File: config.mk
export PLATFORM = sky130hd
export DESIGN_NAME = stg_id
export DESIGN_NICKNAME = d
export VERILOG_FILES = /design/src/source/id_pkg.sv /design/src/source/id_opc_classify.sv /design/src/source/id_imm_select.sv /design/src/source/id_reg_fields.sv /design/src/source/stg_id.sv
export VERILOG_INCLUDE_DIRS = /design/src /design/src/source
export SDC_FILE = /design/constraint.sdc
export NUM_CORES = 1
export LEC_CHECK = 0
export BUFFER_PORTS_ARGS = -buffer_cell sky130_fd_sc_hd__buf_2
export CORE_UTILIZATION = 45
export CTS_CLUSTER_DIAMETER = 30
export DETAILED_ROUTE_END_ITERATION = 10
export GPL_ROUTABILITY_DRIVEN = 0
export PLACE_DENSITY = 0.76
export SYNTH_ARGS = -nofsm -noshare
export SYNTH_HDL_FRONTEND = slang
export SYNTH_SLANG_ARGS = --single-unit
File: constraint.sdc
create_clock -name iw_clk -period 2.6 [get_ports iw_clk]
set_clock_uncertainty 0.05 [all_clocks]
set_input_delay 0.52 -clock iw_clk [delete_from_list [all_inputs] [get_ports iw_clk]]
set_output_delay 0.52 -clock iw_clk [all_outputs]
set_load 0.01 [all_outputs]
File: src/source/id_params.svh
`ifndef ID_PARAMS_SVH
`define ID_PARAMS_SVH

// Widths
`define ID_INSTR_W   24
`define ID_ADDR_W    16
`define ID_OPC_W     8
`define ID_GP_W      4
`define ID_AR_W      2
`define ID_CC_W      4
`define ID_IMM12_W   12
`define ID_IMM10_W   10

// Field positions (lsb of each field)
`define ID_OPC_LSB     16
`define ID_TGT_GP_LSB  12
`define ID_SRC_GP_LSB  8
`define ID_SRC_AR_LSB  10
`define ID_TGT_AR_LSB  14
`define ID_CC_UR_LSB   10
`define ID_CC_SO_LSB   12

// Opcodes
`define ID_OPC_MOVUR  8'h00
`define ID_OPC_ADDUR  8'h01
`define ID_OPC_SUBUR  8'h02
`define ID_OPC_ANDUR  8'h03
`define ID_OPC_CMPUR  8'h04
`define ID_OPC_MOVUI  8'h10
`define ID_OPC_ADDUI  8'h11
`define ID_OPC_CMPUI  8'h12
`define ID_OPC_ADDSR  8'h20
`define ID_OPC_SUBSR  8'h21
`define ID_OPC_CMPSR  8'h22
`define ID_OPC_MOVSI  8'h30
`define ID_OPC_ADDSI  8'h31
`define ID_OPC_LDUR   8'h40
`define ID_OPC_STUR   8'h41
`define ID_OPC_LDSO   8'h50
`define ID_OPC_STSO   8'h51
`define ID_OPC_JCCUR  8'h70
`define ID_OPC_JCCUI  8'h71
`define ID_OPC_BCCSO  8'h72

`endif

File: src/source/id_pkg.sv
`include "id_params.svh"

package id_pkg;

    // Per-opcode control flags
    typedef struct packed {
        logic sgn_en;
        logic imm_en;
        logic tgt_gp_we;
        logic has_tgt_gp;
        logic has_src_gp;
        logic has_src_ar;
        logic has_tgt_ar;
    } id_flags_t;

    // Register indices, zero when absent
    typedef struct packed {
        logic [`ID_GP_W-1:0] tgt_gp;
        logic [`ID_GP_W-1:0] src_gp;
        logic [`ID_AR_W-1:0] src_ar;
        logic [`ID_AR_W-1:0] tgt_ar;
    } id_regs_t;

    // Immediates and branch condition
    typedef struct packed {
        logic [`ID_IMM12_W-1:0] imm12;
        logic [`ID_IMM10_W-1:0] imm10;
        logic [`ID_CC_W-1:0]    cc;
    } id_imm_t;

    // Full decode stage output
    typedef struct packed {
        logic [`ID_ADDR_W-1:0]  pc;
        logic [`ID_INSTR_W-1:0] instr;
        logic [`ID_OPC_W-1:0]   opc;
        id_flags_t              flags;
        id_regs_t               regs;
        id_imm_t                imm;
    } id_decoded_t;

endpackage

File: src/source/id_opc_classify.sv
`timescale 1ns/1ns
`include "id_params.svh"

module id_opc_classify (
    input  logic [`ID_OPC_W-1:0] opc,
    output id_pkg::id_flags_t    flags
);
    import id_pkg::*;

    always_comb begin
        // Undefined opcodes fall through with no flags
        flags = '0;
        case (opc)
            `ID_OPC_MOVUR, `ID_OPC_ADDUR, `ID_OPC_SUBUR, `ID_OPC_ANDUR: begin
                flags.tgt_gp_we  = 1'b1;
                flags.has_tgt_gp = 1'b1;
                flags.has_src_gp = 1'b1;
            end
            `ID_OPC_CMPUR: begin
                flags.has_tgt_gp = 1'b1;
                flags.has_src_gp = 1'b1;
            end
            `ID_OPC_MOVUI, `ID_OPC_ADDUI: begin
                flags.imm_en     = 1'b1;
                flags.tgt_gp_we  = 1'b1;
                flags.has_tgt_gp = 1'b1;
            end
            `ID_OPC_CMPUI: begin
                flags.imm_en     = 1'b1;
                flags.has_tgt_gp = 1'b1;
            end
            `ID_OPC_ADDSR, `ID_OPC_SUBSR: begin
                flags.sgn_en     = 1'b1;
                flags.tgt_gp_we  = 1'b1;
                flags.has_tgt_gp = 1'b1;
                flags.has_src_gp = 1'b1;
            end
            `ID_OPC_CMPSR: begin
                flags.sgn_en     = 1'b1;
                flags.has_tgt_gp = 1'b1;
                flags.has_src_gp = 1'b1;
            end
            `ID_OPC_MOVSI, `ID_OPC_ADDSI: begin
                flags.sgn_en     = 1'b1;
                flags.imm_en     = 1'b1;
                flags.tgt_gp_we  = 1'b1;
                flags.has_tgt_gp = 1'b1;
            end
            // Address register based memory ops
            `ID_OPC_LDUR: begin
                flags.tgt_gp_we  = 1'b1;
                flags.has_tgt_gp = 1'b1;
                flags.has_src_ar = 1'b1;
            end
            `ID_OPC_STUR: begin
                flags.has_tgt_gp = 1'b1;
                flags.has_src_gp = 1'b1;
                flags.has_tgt_ar = 1'b1;
            end
            // Base plus signed offset
            `ID_OPC_LDSO: begin
                flags.sgn_en     = 1'b1;
                flags.imm_en     = 1'b1;
                flags.tgt_gp_we  = 1'b1;
                flags.has_tgt_gp = 1'b1;
                flags.has_src_ar = 1'b1;
            end
            `ID_OPC_STSO: begin
                flags.sgn_en     = 1'b1;
                flags.imm_en     = 1'b1;
                flags.has_tgt_gp = 1'b1;
                flags.has_tgt_ar = 1'b1;
            end
            // Control flow
            `ID_OPC_JCCUR: flags.has_tgt_ar = 1'b1;
            `ID_OPC_JCCUI: flags.imm_en = 1'b1;
            `ID_OPC_BCCSO: begin
                flags.sgn_en = 1'b1;
                flags.imm_en = 1'b1;
            end
            default: flags = '0;
        endcase
    end

endmodule

File: src/source/id_imm_select.sv
`timescale 1ns/1ns
`include "id_params.svh"

module id_imm_select (
    input  logic [`ID_INSTR_W-1:0] instr,
    output id_pkg::id_imm_t        imm
);
    import id_pkg::*;

    logic [`ID_OPC_W-1:0] opc;

    assign opc = instr[`ID_OPC_LSB +: `ID_OPC_W];

    always_comb begin
        imm = '0;
        case (opc)
            `ID_OPC_MOVUI, `ID_OPC_ADDUI, `ID_OPC_CMPUI,
            `ID_OPC_MOVSI, `ID_OPC_ADDSI: begin
                imm.imm12 = instr[`ID_IMM12_W-1:0];
            end
            // Offset only for base plus offset memory ops
            `ID_OPC_LDSO, `ID_OPC_STSO: begin
                imm.imm10 = instr[`ID_IMM10_W-1:0];
            end
            // Register jump keeps cc lower, below the AR field
            `ID_OPC_JCCUR: begin
                imm.cc = instr[`ID_CC_UR_LSB +: `ID_CC_W];
            end
            `ID_OPC_JCCUI, `ID_OPC_BCCSO: begin
                imm.imm12 = instr[`ID_IMM12_W-1:0];
                imm.cc    = instr[`ID_CC_SO_LSB +: `ID_CC_W];
            end
            default: imm = '0;
        endcase
    end

endmodule

File: src/source/id_reg_fields.sv
`timescale 1ns/1ns
`include "id_params.svh"

module id_reg_fields (
    input  logic [`ID_INSTR_W-1:0] instr,
    input  id_pkg::id_flags_t      flags,
    output id_pkg::id_regs_t       regs
);
    import id_pkg::*;

    // Raw fields at their fixed encoding positions
    logic [`ID_GP_W-1:0] raw_tgt_gp;
    logic [`ID_GP_W-1:0] raw_src_gp;
    logic [`ID_AR_W-1:0] raw_src_ar;
    logic [`ID_AR_W-1:0] raw_tgt_ar;

    assign raw_tgt_gp = instr[`ID_TGT_GP_LSB +: `ID_GP_W];
    assign raw_src_gp = instr[`ID_SRC_GP_LSB +: `ID_GP_W];
    assign raw_src_ar = instr[`ID_SRC_AR_LSB +: `ID_AR_W];
    assign raw_tgt_ar = instr[`ID_TGT_AR_LSB +: `ID_AR_W];

    // Fields overlap between formats, so only present ones pass
    always_comb begin
        regs = '0;
        if (flags.has_tgt_gp) begin
            regs.tgt_gp = raw_tgt_gp;
        end
        if (flags.has_src_gp) begin
            regs.src_gp = raw_src_gp;
        end
        if (flags.has_src_ar) begin
            regs.src_ar = raw_src_ar;
        end
        if (flags.has_tgt_ar) begin
            regs.tgt_ar = raw_tgt_ar;
        end
    end

endmodule

File: src/source/stg_id.sv
`timescale 1ns/1ns
`include "id_params.svh"

module stg_id (
    input  logic                   iw_clk,
    input  logic                   iw_rst,
    input  logic                   instr_strobe,
    input  logic [`ID_ADDR_W-1:0]  pc,
    input  logic [`ID_INSTR_W-1:0] instr,
    input  logic                   flush,
    input  logic                   stall,
    output id_pkg::id_decoded_t    decoded,
    output logic                   decoded_valid
);
    import id_pkg::*;

    logic [`ID_OPC_W-1:0] opc;
    id_flags_t            flags;
    id_imm_t              imm;
    id_regs_t             regs;
    id_decoded_t          decoded_next;

    assign opc = instr[`ID_OPC_LSB +: `ID_OPC_W];

    id_opc_classify i_id_opc_classify (
        .opc   (opc),
        .flags (flags)
    );

    id_imm_select i_id_imm_select (
        .instr (instr),
        .imm   (imm)
    );

    id_reg_fields i_id_reg_fields (
        .instr (instr),
        .flags (flags),
        .regs  (regs)
    );

    always_comb begin
        decoded_next.pc    = pc;
        decoded_next.instr = instr;
        decoded_next.opc   = opc;
        decoded_next.flags = flags;
        decoded_next.regs  = regs;
        decoded_next.imm   = imm;
    end

    // Flush beats stall, stall beats a new strobe
    always_ff @(posedge iw_clk or posedge iw_rst) begin
        if (iw_rst) begin
            decoded       <= '0;
            decoded_valid <= 1'b0;
        end else if (flush) begin
            decoded       <= '0;
            decoded_valid <= 1'b0;
        end else if (!stall) begin
            decoded_valid <= instr_strobe;
            if (instr_strobe) begin
                decoded <= decoded_next;
            end
        end
    end

    // A flushed slot never shows up downstream
    a_flush_clears: assert property (
        @(posedge iw_clk) disable iff (iw_rst)
        flush |=> (!decoded_valid && decoded == '0)
    );

    // Stage is frozen while stalled
    a_stall_holds: assert property (
        @(posedge iw_clk) disable iff (iw_rst)
        (stall && !flush) |=> ($stable(decoded) && $stable(decoded_valid))
    );

    // Write enable without a target field would write a random register
    a_we_has_tgt: assert property (
        @(posedge iw_clk) disable iff (iw_rst)
        decoded.flags.tgt_gp_we |-> decoded.flags.has_tgt_gp
    );

endmodule

---- After elaboration in Yosys (flattened, before gate mapping) ----
Cells that the tools add are included.
storage, ports and cells
  latch bits .............................. 0
  input bits .............................. 45
  bits in registers ....................... 94
  logic and storage cells ................. 70
  ROM bits ................................ 0
  memories kept ........................... 0
  bits in writable memories ............... 0
operators by class
  shifts and indexed selects .............. 0
  $add $sub $neg .......................... 0
  bitwise logic cells ..................... 0
  reductions and logical operators ........ 13
  multiplexer cells ....................... 19
  div/mod/pow operators ................... 0
  magnitude comparators ................... 0
  $mul .................................... 0
  equality and inequality tests ........... 20
operators with widths
  operator            number
  $mux 93             3
  $eq 8x7->1 const B  7
  $eq 8x6->1 const B  5
  $eq 8x5->1 const B  3
  $reduce_or 9->1     2
  $reduce_or 17->1    1
  $eq 8x2->1 const B  2
  $mux 12             1
  $reduce_or 12->1    1
  $mux 10             1
  $mux 1              9
  $eq 8x1->1 const B  1
  $eq 8x3->1 const B  1
  $logic_not 8->1     1
  $mux 4              2
  $pmux 4 s2          1
  $reduce_or 8->1     1
  $reduce_or 7->1     1
  $reduce_or 2->1     3
  $mux 2              2
  $reduce_or 3->1     1
  $ne 2x2->1 const B  1
  $reduce_and 2->1    1
  $reduce_bool 2->1   1

---- Longest topological paths before layout ----
Gate-level depths: netlist of the first run.
  depth in word-level cells ............... 7
  depth in mapped cells ................... 6

---- By module ----
From an unflattened synthesis of the first run, not the netlist that was laid out.
unflattened totals
  cell total of the unflattened synthesis .. 516
  area total of the unflattened synthesis .. 5101.1 µm²
modules (own cells, without submodules)
  module           sequential area each (µm²)  times used  area each (µm²)  cells an instance
  stg_id           2152.1                      1           4374.2           399
  id_imm_select    0.0                         1           371.6            63
  id_opc_classify  0.0                         1           280.3            42
  id_reg_fields    0.0                         1           75.1             12

---- Worst setup path before layout of the first run ----
OpenSTA, ideal clock, no wires.
  kind .................................... input port to flip-flop
  start point ............................. in instr[23]
  end point ............................... reg decoded[41] (netlist bit)
  stages on the path ...................... 4
  slack ................................... 757 ps
  arrival ................................. 1697 ps
  library setup time ...................... 96 ps
  required time ........................... 2454 ps
  cells stage by stage .................... or4_4 -> nor4_4 -> nor2_2 -> a311oi_2
between the ends
  longest elaborated chain between the ends .. 6
RTL lines
  element                                   line                   source
  start, declared                           stg_id.sv:9            input logic [`ID_INSTR_W-1:0] instr,
  $eq 8x1->1, or another cell as far along  id_opc_classify.sv:13  case (opc)
  $reduce_or 17->1 (no source line) (*)     -
  $mux 1 (*)                                id_opc_classify.sv:13
  $mux 93 (*)                               stg_id.sv:60           if (instr_strobe) begin
  $mux 93 (*)                               stg_id.sv:58           end else if (!stall) begin
  $mux 93 (*)                               stg_id.sv:55           end else if (flush) begin
  end signal, assigned                      stg_id.sv:61           decoded <= decoded_next;
  end, declared                             stg_id.sv:12           output id_pkg::id_decoded_t decoded,
Every way passes the cells marked *; elsewhere a longest branch is shown, timed or not. The select of a mux whose other input is x is not followed.
A chain may end at the register's enable or synchronous reset.

---- Final worst setup path of the first run ----
Ends and elaborated chain as after synthesis.

==> results_dict.tcl, run 1 <==
set metrics [dict create \
    finalPower_mw 2.75 \
    htree_levels 3 \
    hold_path_class "in -> async" \
    grt_max_degree 87 \
    start_util 0.470 \
    syn_area_per_cell_um2 8.93 \
    fmax_mhz 581 \
    tritoncts "yes" \
    antenna_cells 0 \
    design_area_mm2 0.00487 \
    slew_headroom 0.426 \
    cap_violations 0 \
    syn_inst 437 \
    final_antenna_net_count 0 \
    worst_pin_slew_ps 858 \
    wl_per_cell_um 14.8 \
    clkTransAtPathRegs_ps 90 \
    drc_errors 0 \
    syn_area_mm2 0.00390 \
    finalSetupTns_ps 0 \
    power_density_mw_per_mm2 565 \
    synth_seq_area_share 0.551 \
    crit_type "in -> reg" \
    antenna_found_initial 0 \
    synth.distinct_cells 40 \
    final_nets 600 \
    critPathLaunchType "input pin" \
    drive_above_1_share 0.311 \
    min_period_over_period 0.662 \
    final_util 0.587 \
    cp-end-kind "register" \
    layout_setup_ws_ps 879 \
    root_buffer "clkbuf_8" \
    crit_required_ps 2820 \
    clk_latency_ps 350 \
    synth-main-ff-cell "dfrtp_1" \
    grtUsageTotal 0.227 \
    outcome "finished clean" \
    place_ws_ps 506 \
    cts_hold_buf 0 \
    grt_overflow 0 \
    worstPathArrival_ps 1940 \
    clock_path_buffers 2 \
    hpwl_um 6730 \
    synth_nets 482 \
    final_cell_mix "nand2_1 (138), buf_2 (138), dfrtp_1 (86), a21oi_1 (68), and2_1 (18)" \
    die_h_um 95.1 \
    viasPerCell 5.32 \
    ys_ff_latch 86 \
    grt_pass1_vias 3291 \
    synth-edff-count 0 \
    finalHoldViolations 0 \
    leakagePower_nw 2.44 \
    first_pass_iters 4 \
    ir_drop_mv 0.349 \
    slew_viol_final 0 \
    io_pins 139 \
    cts_buffers 9 \
    rows 33 \
    rsz0062_at_grt "no" \
    cts_sinks 86 \
    grt_pass1_wl_um 15900 \
    min_period_ps 1720 \
    async_reset_ff_frac 1.00 \
    routed_wl_um 9850 \
    drtIter0Drc 198 \
    numPortBuffers 138 \
    die_x_um 95.1 \
    num_vias 3541 \
    core-area_mm2 0.00830 \
    post_cts_buffers 0 \
    placed_cell_area_mm2 0.00465 \
    die_area_mm2 0.00905 \
    ys_warn_count 0 \
    path_max_fanout 6 \
    setup_viol 0 \
    area_delta_synth_final_pct 24.8 \
    ctsResizeCount 0 \
]
-- per-stage QoR --
| stage | hold slack [ps] | std cells |
|---|---|---|
| after global placement | 407 | 649 |
| final | 230 | 665 |
| after detailed placement | 415 | 649 |
| after global routing | 252 | 665 |
| after floorplan | 464 | 437 |
| after CTS | 243 | 665 |
-- flip-flops by register name, summed over array words and instances (netlist names) --
| register | count |
|---|---|
| decoded_valid | 1 |
| decoded | 85 |
-- power breakdown --
group,total [mW],leakage [nW],internal [mW],switching (mW)
clock network,1.07,0.111,0.553,0.514
registers,1.39,1.18,1.37,0.0177
logic,0.299,1.15,0.101,0.198
total,2.75,2.44,2.02,0.729
-- cell type report --
| class | count | area (um2) |
|---|---|---|
| fill | 768 | 3430 |
| sequential | 86 | 2150 |
| multi-input combinational | 307 | 1560 |
| timing repair buffer | 147 | 783 |
| tap | 105 | 131 |
| clock buffer | 9 | 124 |
| clock inverter | 7 | 103 |
| inverter | 4 | 18.8 |
-- metal layers --
| layer | vias to the layer above | share of wire | track usage |
|---|---|---|---|
| li1 | 1704 | - | - |
| met1 | 1703 | 0.44 | 0.310 |
| met2 | 123 | 0.49 | 0.369 |
| met3 | 11 | 0.063 | 0.0470 |
| met4 | 0 | 0.0098 | 0.0593 |
| met5 | - | 0 | 0 |
-- cells in the mapped netlist (2+ instances only) --
master	n	share of area
nor2_1	7	0.0067
o21ai_0	12	0.015
nor3_1	3	0.0038
nand2_1	138	0.13
o211ai_1	8	0.015
a21oi_1	68	0.087
nand3_1	3	0.0038
buf_4	9	0.017
nor3b_1	2	0.0038
nor2b_1	4	0.0064
nor3_2	2	0.0051
a221o_1	4	0.010
inv_1	4	0.0038
and2_1	18	0.029
buf_1	2	0.0019
o21a_1	3	0.0058
clkbuf_1	28	0.027
nand2b_1	2	0.0032
dfrtp_1	86	0.55
nand4_1	14	0.022
-- worst max-delay path, stage by stage --
cell,delay [ps]
buf_2,120
or4_4,580
nor4_4,330
nor2_2,140
a311oi_2,240
-- final timing paths --
check | from | endpoint | slack (ps) | cells after the start
worst max-delay path | instr[23] | decoded[41]$_DFFE_PP0P_ | 880 | 5
worst min-delay path | iw_rst | decoded[84]$_DFFE_PP0P_ | 230 | 3
worst max register to register | decoded[0]$_DFFE_PP0P_ | decoded[0]$_DFFE_PP0P_ | 1640 | 2
worst min register to register | decoded[67]$_DFFE_PP0P_ | decoded[67]$_DFFE_PP0P_ | 430 | 2
max in group asynchronous | iw_rst | decoded[81]$_DFFE_PP0P_ | 1930 | 3
min in group iw_clk | pc[14] | decoded[91]$_DFFE_PP0P_ | 330 | 3
-- cell families after synthesis --
| kind of cell | Yosys count | synth area share |
|---|---|---|
| flip-flops | 86 | 0.551 |
| AND/OR/NAND/NOR | 202 | 0.239 |
| adder cells (fa/ha/maj) | 1 | 0.00257 |
| XOR/XNOR | 1 | 0.00224 |
| buffers and inverters | 44 | 0.0513 |
| AO/OA/AOI/OAI | 103 | 0.154 |
Note: power is estimated with default switching activity, not from simulation.
==> inputs of run 2 (changes only) <==
- CORE_UTILIZATION: 45 -> 50
- PLACE_DENSITY: 0.76 -> 0.8
- clock period: 2.6 -> 1.65 ns (I/O delays scaled with it)
==> run 2 against run 1 <==
Sequential power is 57% higher. Core utilization is 8.5 points higher. Worst hold slack worse by 210 ps. Wire length is 1.2% higher. Via count is 3.9% higher.
==> results_dict.tcl, run 2 (synthesized netlist as in run 1, its figures left out) <==
set metrics [dict create \
    root_buffer "clkbuf_8" \
    setup_viol 0 \
    final_antenna_net_count 0 \
    hold_path_class "in -> async" \
    crit_required_ps 1860 \
    placed_cell_area_mm2 0.00479 \
    finalSetupTns_ps 0 \
    finalPower_mw 4.17 \
    die_h_um 90.3 \
    numPortBuffers 138 \
    crit_type "in -> reg" \
    leakagePower_nw 2.52 \
    antenna_found_initial 0 \
    critPathLaunchType "input pin" \
    regMostFlops "decoded" \
    clkTransAtPathRegs_ps 90 \
    final_cell_mix "nand2_1 (138), buf_2 (138), dfrtp_1 (86), a21oi_1 (68), buf_4 (24)" \
    cts_buffers 9 \
    layout_setup_ws_ps 170 \
    cp-end-kind "register" \
    fmax_mhz 676 \
    placed_cells 661 \
    die_x_um 90.3 \
    io_pins 139 \
    finalNonFillerCells 677 \
    grt_pass1_wl_um 16700 \
    drtIter0Drc 228 \
    worst_pin_slew_ps 465 \
    path_max_fanout 4 \
    r2r-start "decoded[0]$_DFFE_PP0P_" \
    rsz0062_at_grt "no" \
    slew_viol_final 0 \
    clk_latency_ps 340 \
    place_ws_ps -196 \
    min_period_ps 1480 \
    slew_headroom 0.690 \
    worstPathArrival_ps 1690 \
    final_util 0.673 \
    cts_sinks 86 \
    timing.hold.ws_ps 21.9 \
    finalHoldViolations 0 \
    design_area_mm2 0.00498 \
    clock_path_buffers 2 \
    top_regs "decoded x85, decoded_valid x1" \
    htree_levels 3 \
    grt_pass1_vias 3454 \
    final_nets 618 \
    viasPerCell 5.44 \
    ir_drop_mv 0.461 \
    num_vias 3680 \
    cts_hold_buf 0 \
    die_area_mm2 0.00816 \
    grt_overflow 0 \
    grt_max_degree 87 \
    largest_reg_flops 85 \
    post_cts_buffers 0 \
    first_pass_iters 4 \
    core-area_mm2 0.00741 \
    antenna_cells 0 \
    power_density_mw_per_mm2 837 \
    drc_errors 0 \
    routed_wl_um 9970 \
    outcome "finished clean" \
    ctsResizeCount 0 \
    tritoncts "yes" \
    cap_violations 0 \
    grtUsageTotal 0.255 \
    drive_above_1_share 0.332 \
    wl_per_cell_um 14.7 \
    area_delta_synth_final_pct 27.7 \
    min_period_over_period 0.897 \
    hpwl_um 6980 \
    startpoint "instr[23]" \
    rows 31 \
    start_util 0.527 \
]
run 2: critical path: stages:
cell,delay [ps]
buf_2,100
or4_4,570
nor4_4,270
buf_4,170
o21ai_0,70
a21oi_1,160
run 2: power by group:
group | switching (mW) | internal, mW
Combinational | 0.317 | 0.186
Sequential | 0.0276 | 2.16
Clock | 0.779 | 0.705
run 2: per-layer routing:
| layer | up-vias | share of wire | track usage |
|---|---|---|---|
| li1 | 1740 | - | - |
| met1 | 1786 | 0.43 | 0.345 |
| met2 | 142 | 0.49 | 0.419 |
| met3 | 12 | 0.064 | 0.0505 |
| met4 | 0 | 0.014 | 0.0712 |
| met5 | - | 0 | 0 |
run 2: final timing paths:
check / endpoint / slack, ps / cells past startpoint
worst max register to register: decoded[0]$_DFFE_PP0P_ / 710 / 2
worst min-delay path: decoded[82]$_DFFE_PP0P_ / 20 / 3
worst max-delay path: decoded[33]$_DFFE_PP0P_ / 170 / 6
min in group iw_clk: decoded[56]$_DFFE_PP0P_ / 160 / 3
worst min register to register: decoded[67]$_DFFE_PP0P_ / 440 / 2
max in group asynchronous: decoded[0]$_DFFE_PP0P_ / 1130 / 3
run 2: final cells by class:
class / count / area (um2)
multi-input combinational: 307 / 1560
tap: 99 / 124
sequential: 86 / 2150
inverter: 4 / 18.8
clock buffer: 9 / 124
fill: 627 / 2430
clock inverter: 7 / 72.6
timing repair buffer: 165 / 931
==> inputs of run 3 (changes only) <==
- CTS_BUF_LIST: not set -> sky130_fd_sc_hd__clkbuf_16
==> run 3 against run 2 <==
Total power grew 13%. Clock power grew 36%. Combinational power is essentially flat. Highest routed layer unchanged.
==> results_dict.tcl, run 3 (synthesized netlist as in run 1, its figures left out) <==
set metrics [dict create \
    drive_above_1_share 0.332 \
    power_density_mw_per_mm2 927 \
    path_cells "buf_2, or4_4, nor4_4, buf_4, o21ai_0, a21oi_1" \
    die_h_um 90.3 \
    path_max_fanout 4 \
    regMostFlops "decoded" \
    largest_reg_flops 85 \
    busiest_layer "met2" \
    die_x_um 90.3 \
    drtIter0Drc 236 \
    root_buffer "clkbuf_16" \
    met1_usage 0.349 \
    antenna_found_initial 0 \
    rsz0062_at_grt "no" \
    drc_errors 0 \
    clk_latency_ps 330 \
    min_period_over_period 0.905 \
    wl_per_cell_um 14.9 \
    hpwl_um 6980 \
    start_util 0.527 \
    critPathLaunchType "input pin" \
    cp_slowest_cell "or4_4" \
    min_period_ps 1490 \
    grtUsageMet2 0.420 \
    first_pass_iters 6 \
    gr-usage-met3 0.0471 \
    crit_type "in -> reg" \
    final_nets 618 \
    final_util 0.686 \
    cp-end-kind "register" \
    post_cts_buffers 0 \
    combPwrFrac 0.107 \
    cts_sinks 86 \
    antenna_cells 0 \
    ctsResizeCount 0 \
    final_cell_mix "nand2_1 (138), buf_2 (138), dfrtp_1 (86), a21oi_1 (68), buf_4 (24)" \
    io_pins 139 \
    swShare 0.252 \
    crit_required_ps 1850 \
    htree_levels 3 \
    setup_viol 0 \
    viasPerCell 5.48 \
    rows 31 \
    routed_wl_um 10100 \
    tritoncts "yes" \
    clock_path_buffers 2 \
    cts_buffers 9 \
    leakagePower_nw 2.57 \
    p_int_mw 3.52 \
    numPortBuffers 138 \
    worst_pin_slew_ps 458 \
    p_switching_mw 1.19 \
    cap_violations 0 \
    grt_pass1_vias 3476 \
    core-area_mm2 0.00741 \
    slowest_delay_ps 570 \
    grt_pass1_wl_um 16900 \
    num_vias 3709 \
    top_regs "decoded x85, decoded_valid x1" \
    area_delta_synth_final_pct 30.3 \
    cts_hold_buf 0 \
    clkTransAtPathRegs_ps 60 \
    design_area_mm2 0.00508 \
    placed_cell_area_mm2 0.00479 \
    outcome "finished clean" \
    fmax_mhz 669 \
    finalHoldViolations 0 \
    ir_drop_mv 0.664 \
    grtUsageTotal 0.258 \
    hold_path_class "in -> async" \
    die_area_mm2 0.00816 \
    seqPwrFrac 0.464 \
    slew_viol_final 0 \
    grt_overflow 0 \
    final_antenna_net_count 0 \
    grt_max_degree 87 \
    slew_headroom 0.695 \
    clkPwrFrac 0.429 \
    worstPathArrival_ps 1690 \
]
==> run 3: changes by cell type in the layout (fill, tap and decap cells not counted) <==
cell / change
clkbuf_16: +9
clkbuf_8: -9
==> run 3: cell type report <==
cell class                      instances  area [um2]
Multi-Input combinational cell        307        1560
Timing Repair Buffer                  165         931
Fill cell                             614        2320
Tap cell                               99         124
Clock inverter                          7        72.6
Inverter                                4        18.8
Sequential cell                        86        2150
Clock buffer                            9         225
==> run 3: worst max-delay path: cells and delay by family <==
family	cells	cell delay, ps
AND/OR/NAND/NOR	2	840
AO/OA/AOI/OAI	2	230
buffers and inverters	2	270
==> run 3: through the flow <==
stage | setup TNS [ps] | worst slack (ps) | total power, mW | std cells | hold WS [ps]
floorplan | -2.65 | -2.65 | 2.51 | 437 | 411
global placement | -1200 | -117 | 2.72 | 661 | 405
detailed placement | -1990 | -196 | 2.73 | 661 | 412
CTS | 0 | 150 | 4.74 | 677 | 88.5
global route | 0 | 84.2 | 4.89 | 677 | 101
finish | 0 | 156 | 4.71 | 677 | 44.8
==> run 3: worst paths after layout <==
path | from | to | slack, ps | cells after the start
worst min-delay path | iw_rst | decoded[64]$_DFFE_PP0P_ | 40 | 3
worst max-delay path | instr[23] | decoded[33]$_DFFE_PP0P_ | 160 | 6
min in group iw_clk | instr[3] | decoded[56]$_DFFE_PP0P_ | 180 | 3
worst min register to register | decoded[66]$_DFFE_PP0P_ | decoded[66]$_DFFE_PP0P_ | 430 | 2
worst max register to register | decoded[1]$_DFFE_PP0P_ | decoded[1]$_DFFE_PP0P_ | 670 | 2
max in group asynchronous | iw_rst | decoded[69]$_DFFE_PP0P_ | 1130 | 3
==> run 3: per-layer routing <==
layer / up-vias / part of all wire
li1: 1741 / -
met2: 159 / 0.49
met3: 17 / 0.064
met4: 0 / 0.015
met5: - / 0
met1: 1792 / 0.43
==> run 3: power groups by stage <==
stage / combinational, mW / clock [mW] / sequential [mW]
5_1_grt: 0.559 / 2.14 / 2.19
3_3_place_gp: 0.495 / 0 / 2.22
3_5_place_dp: 0.505 / 0 / 2.23
2_1_floorplan: 0.255 / 0 / 2.25
6_report: 0.504 / 2.02 / 2.19
4_1_cts: 0.506 / 2.05 / 2.19
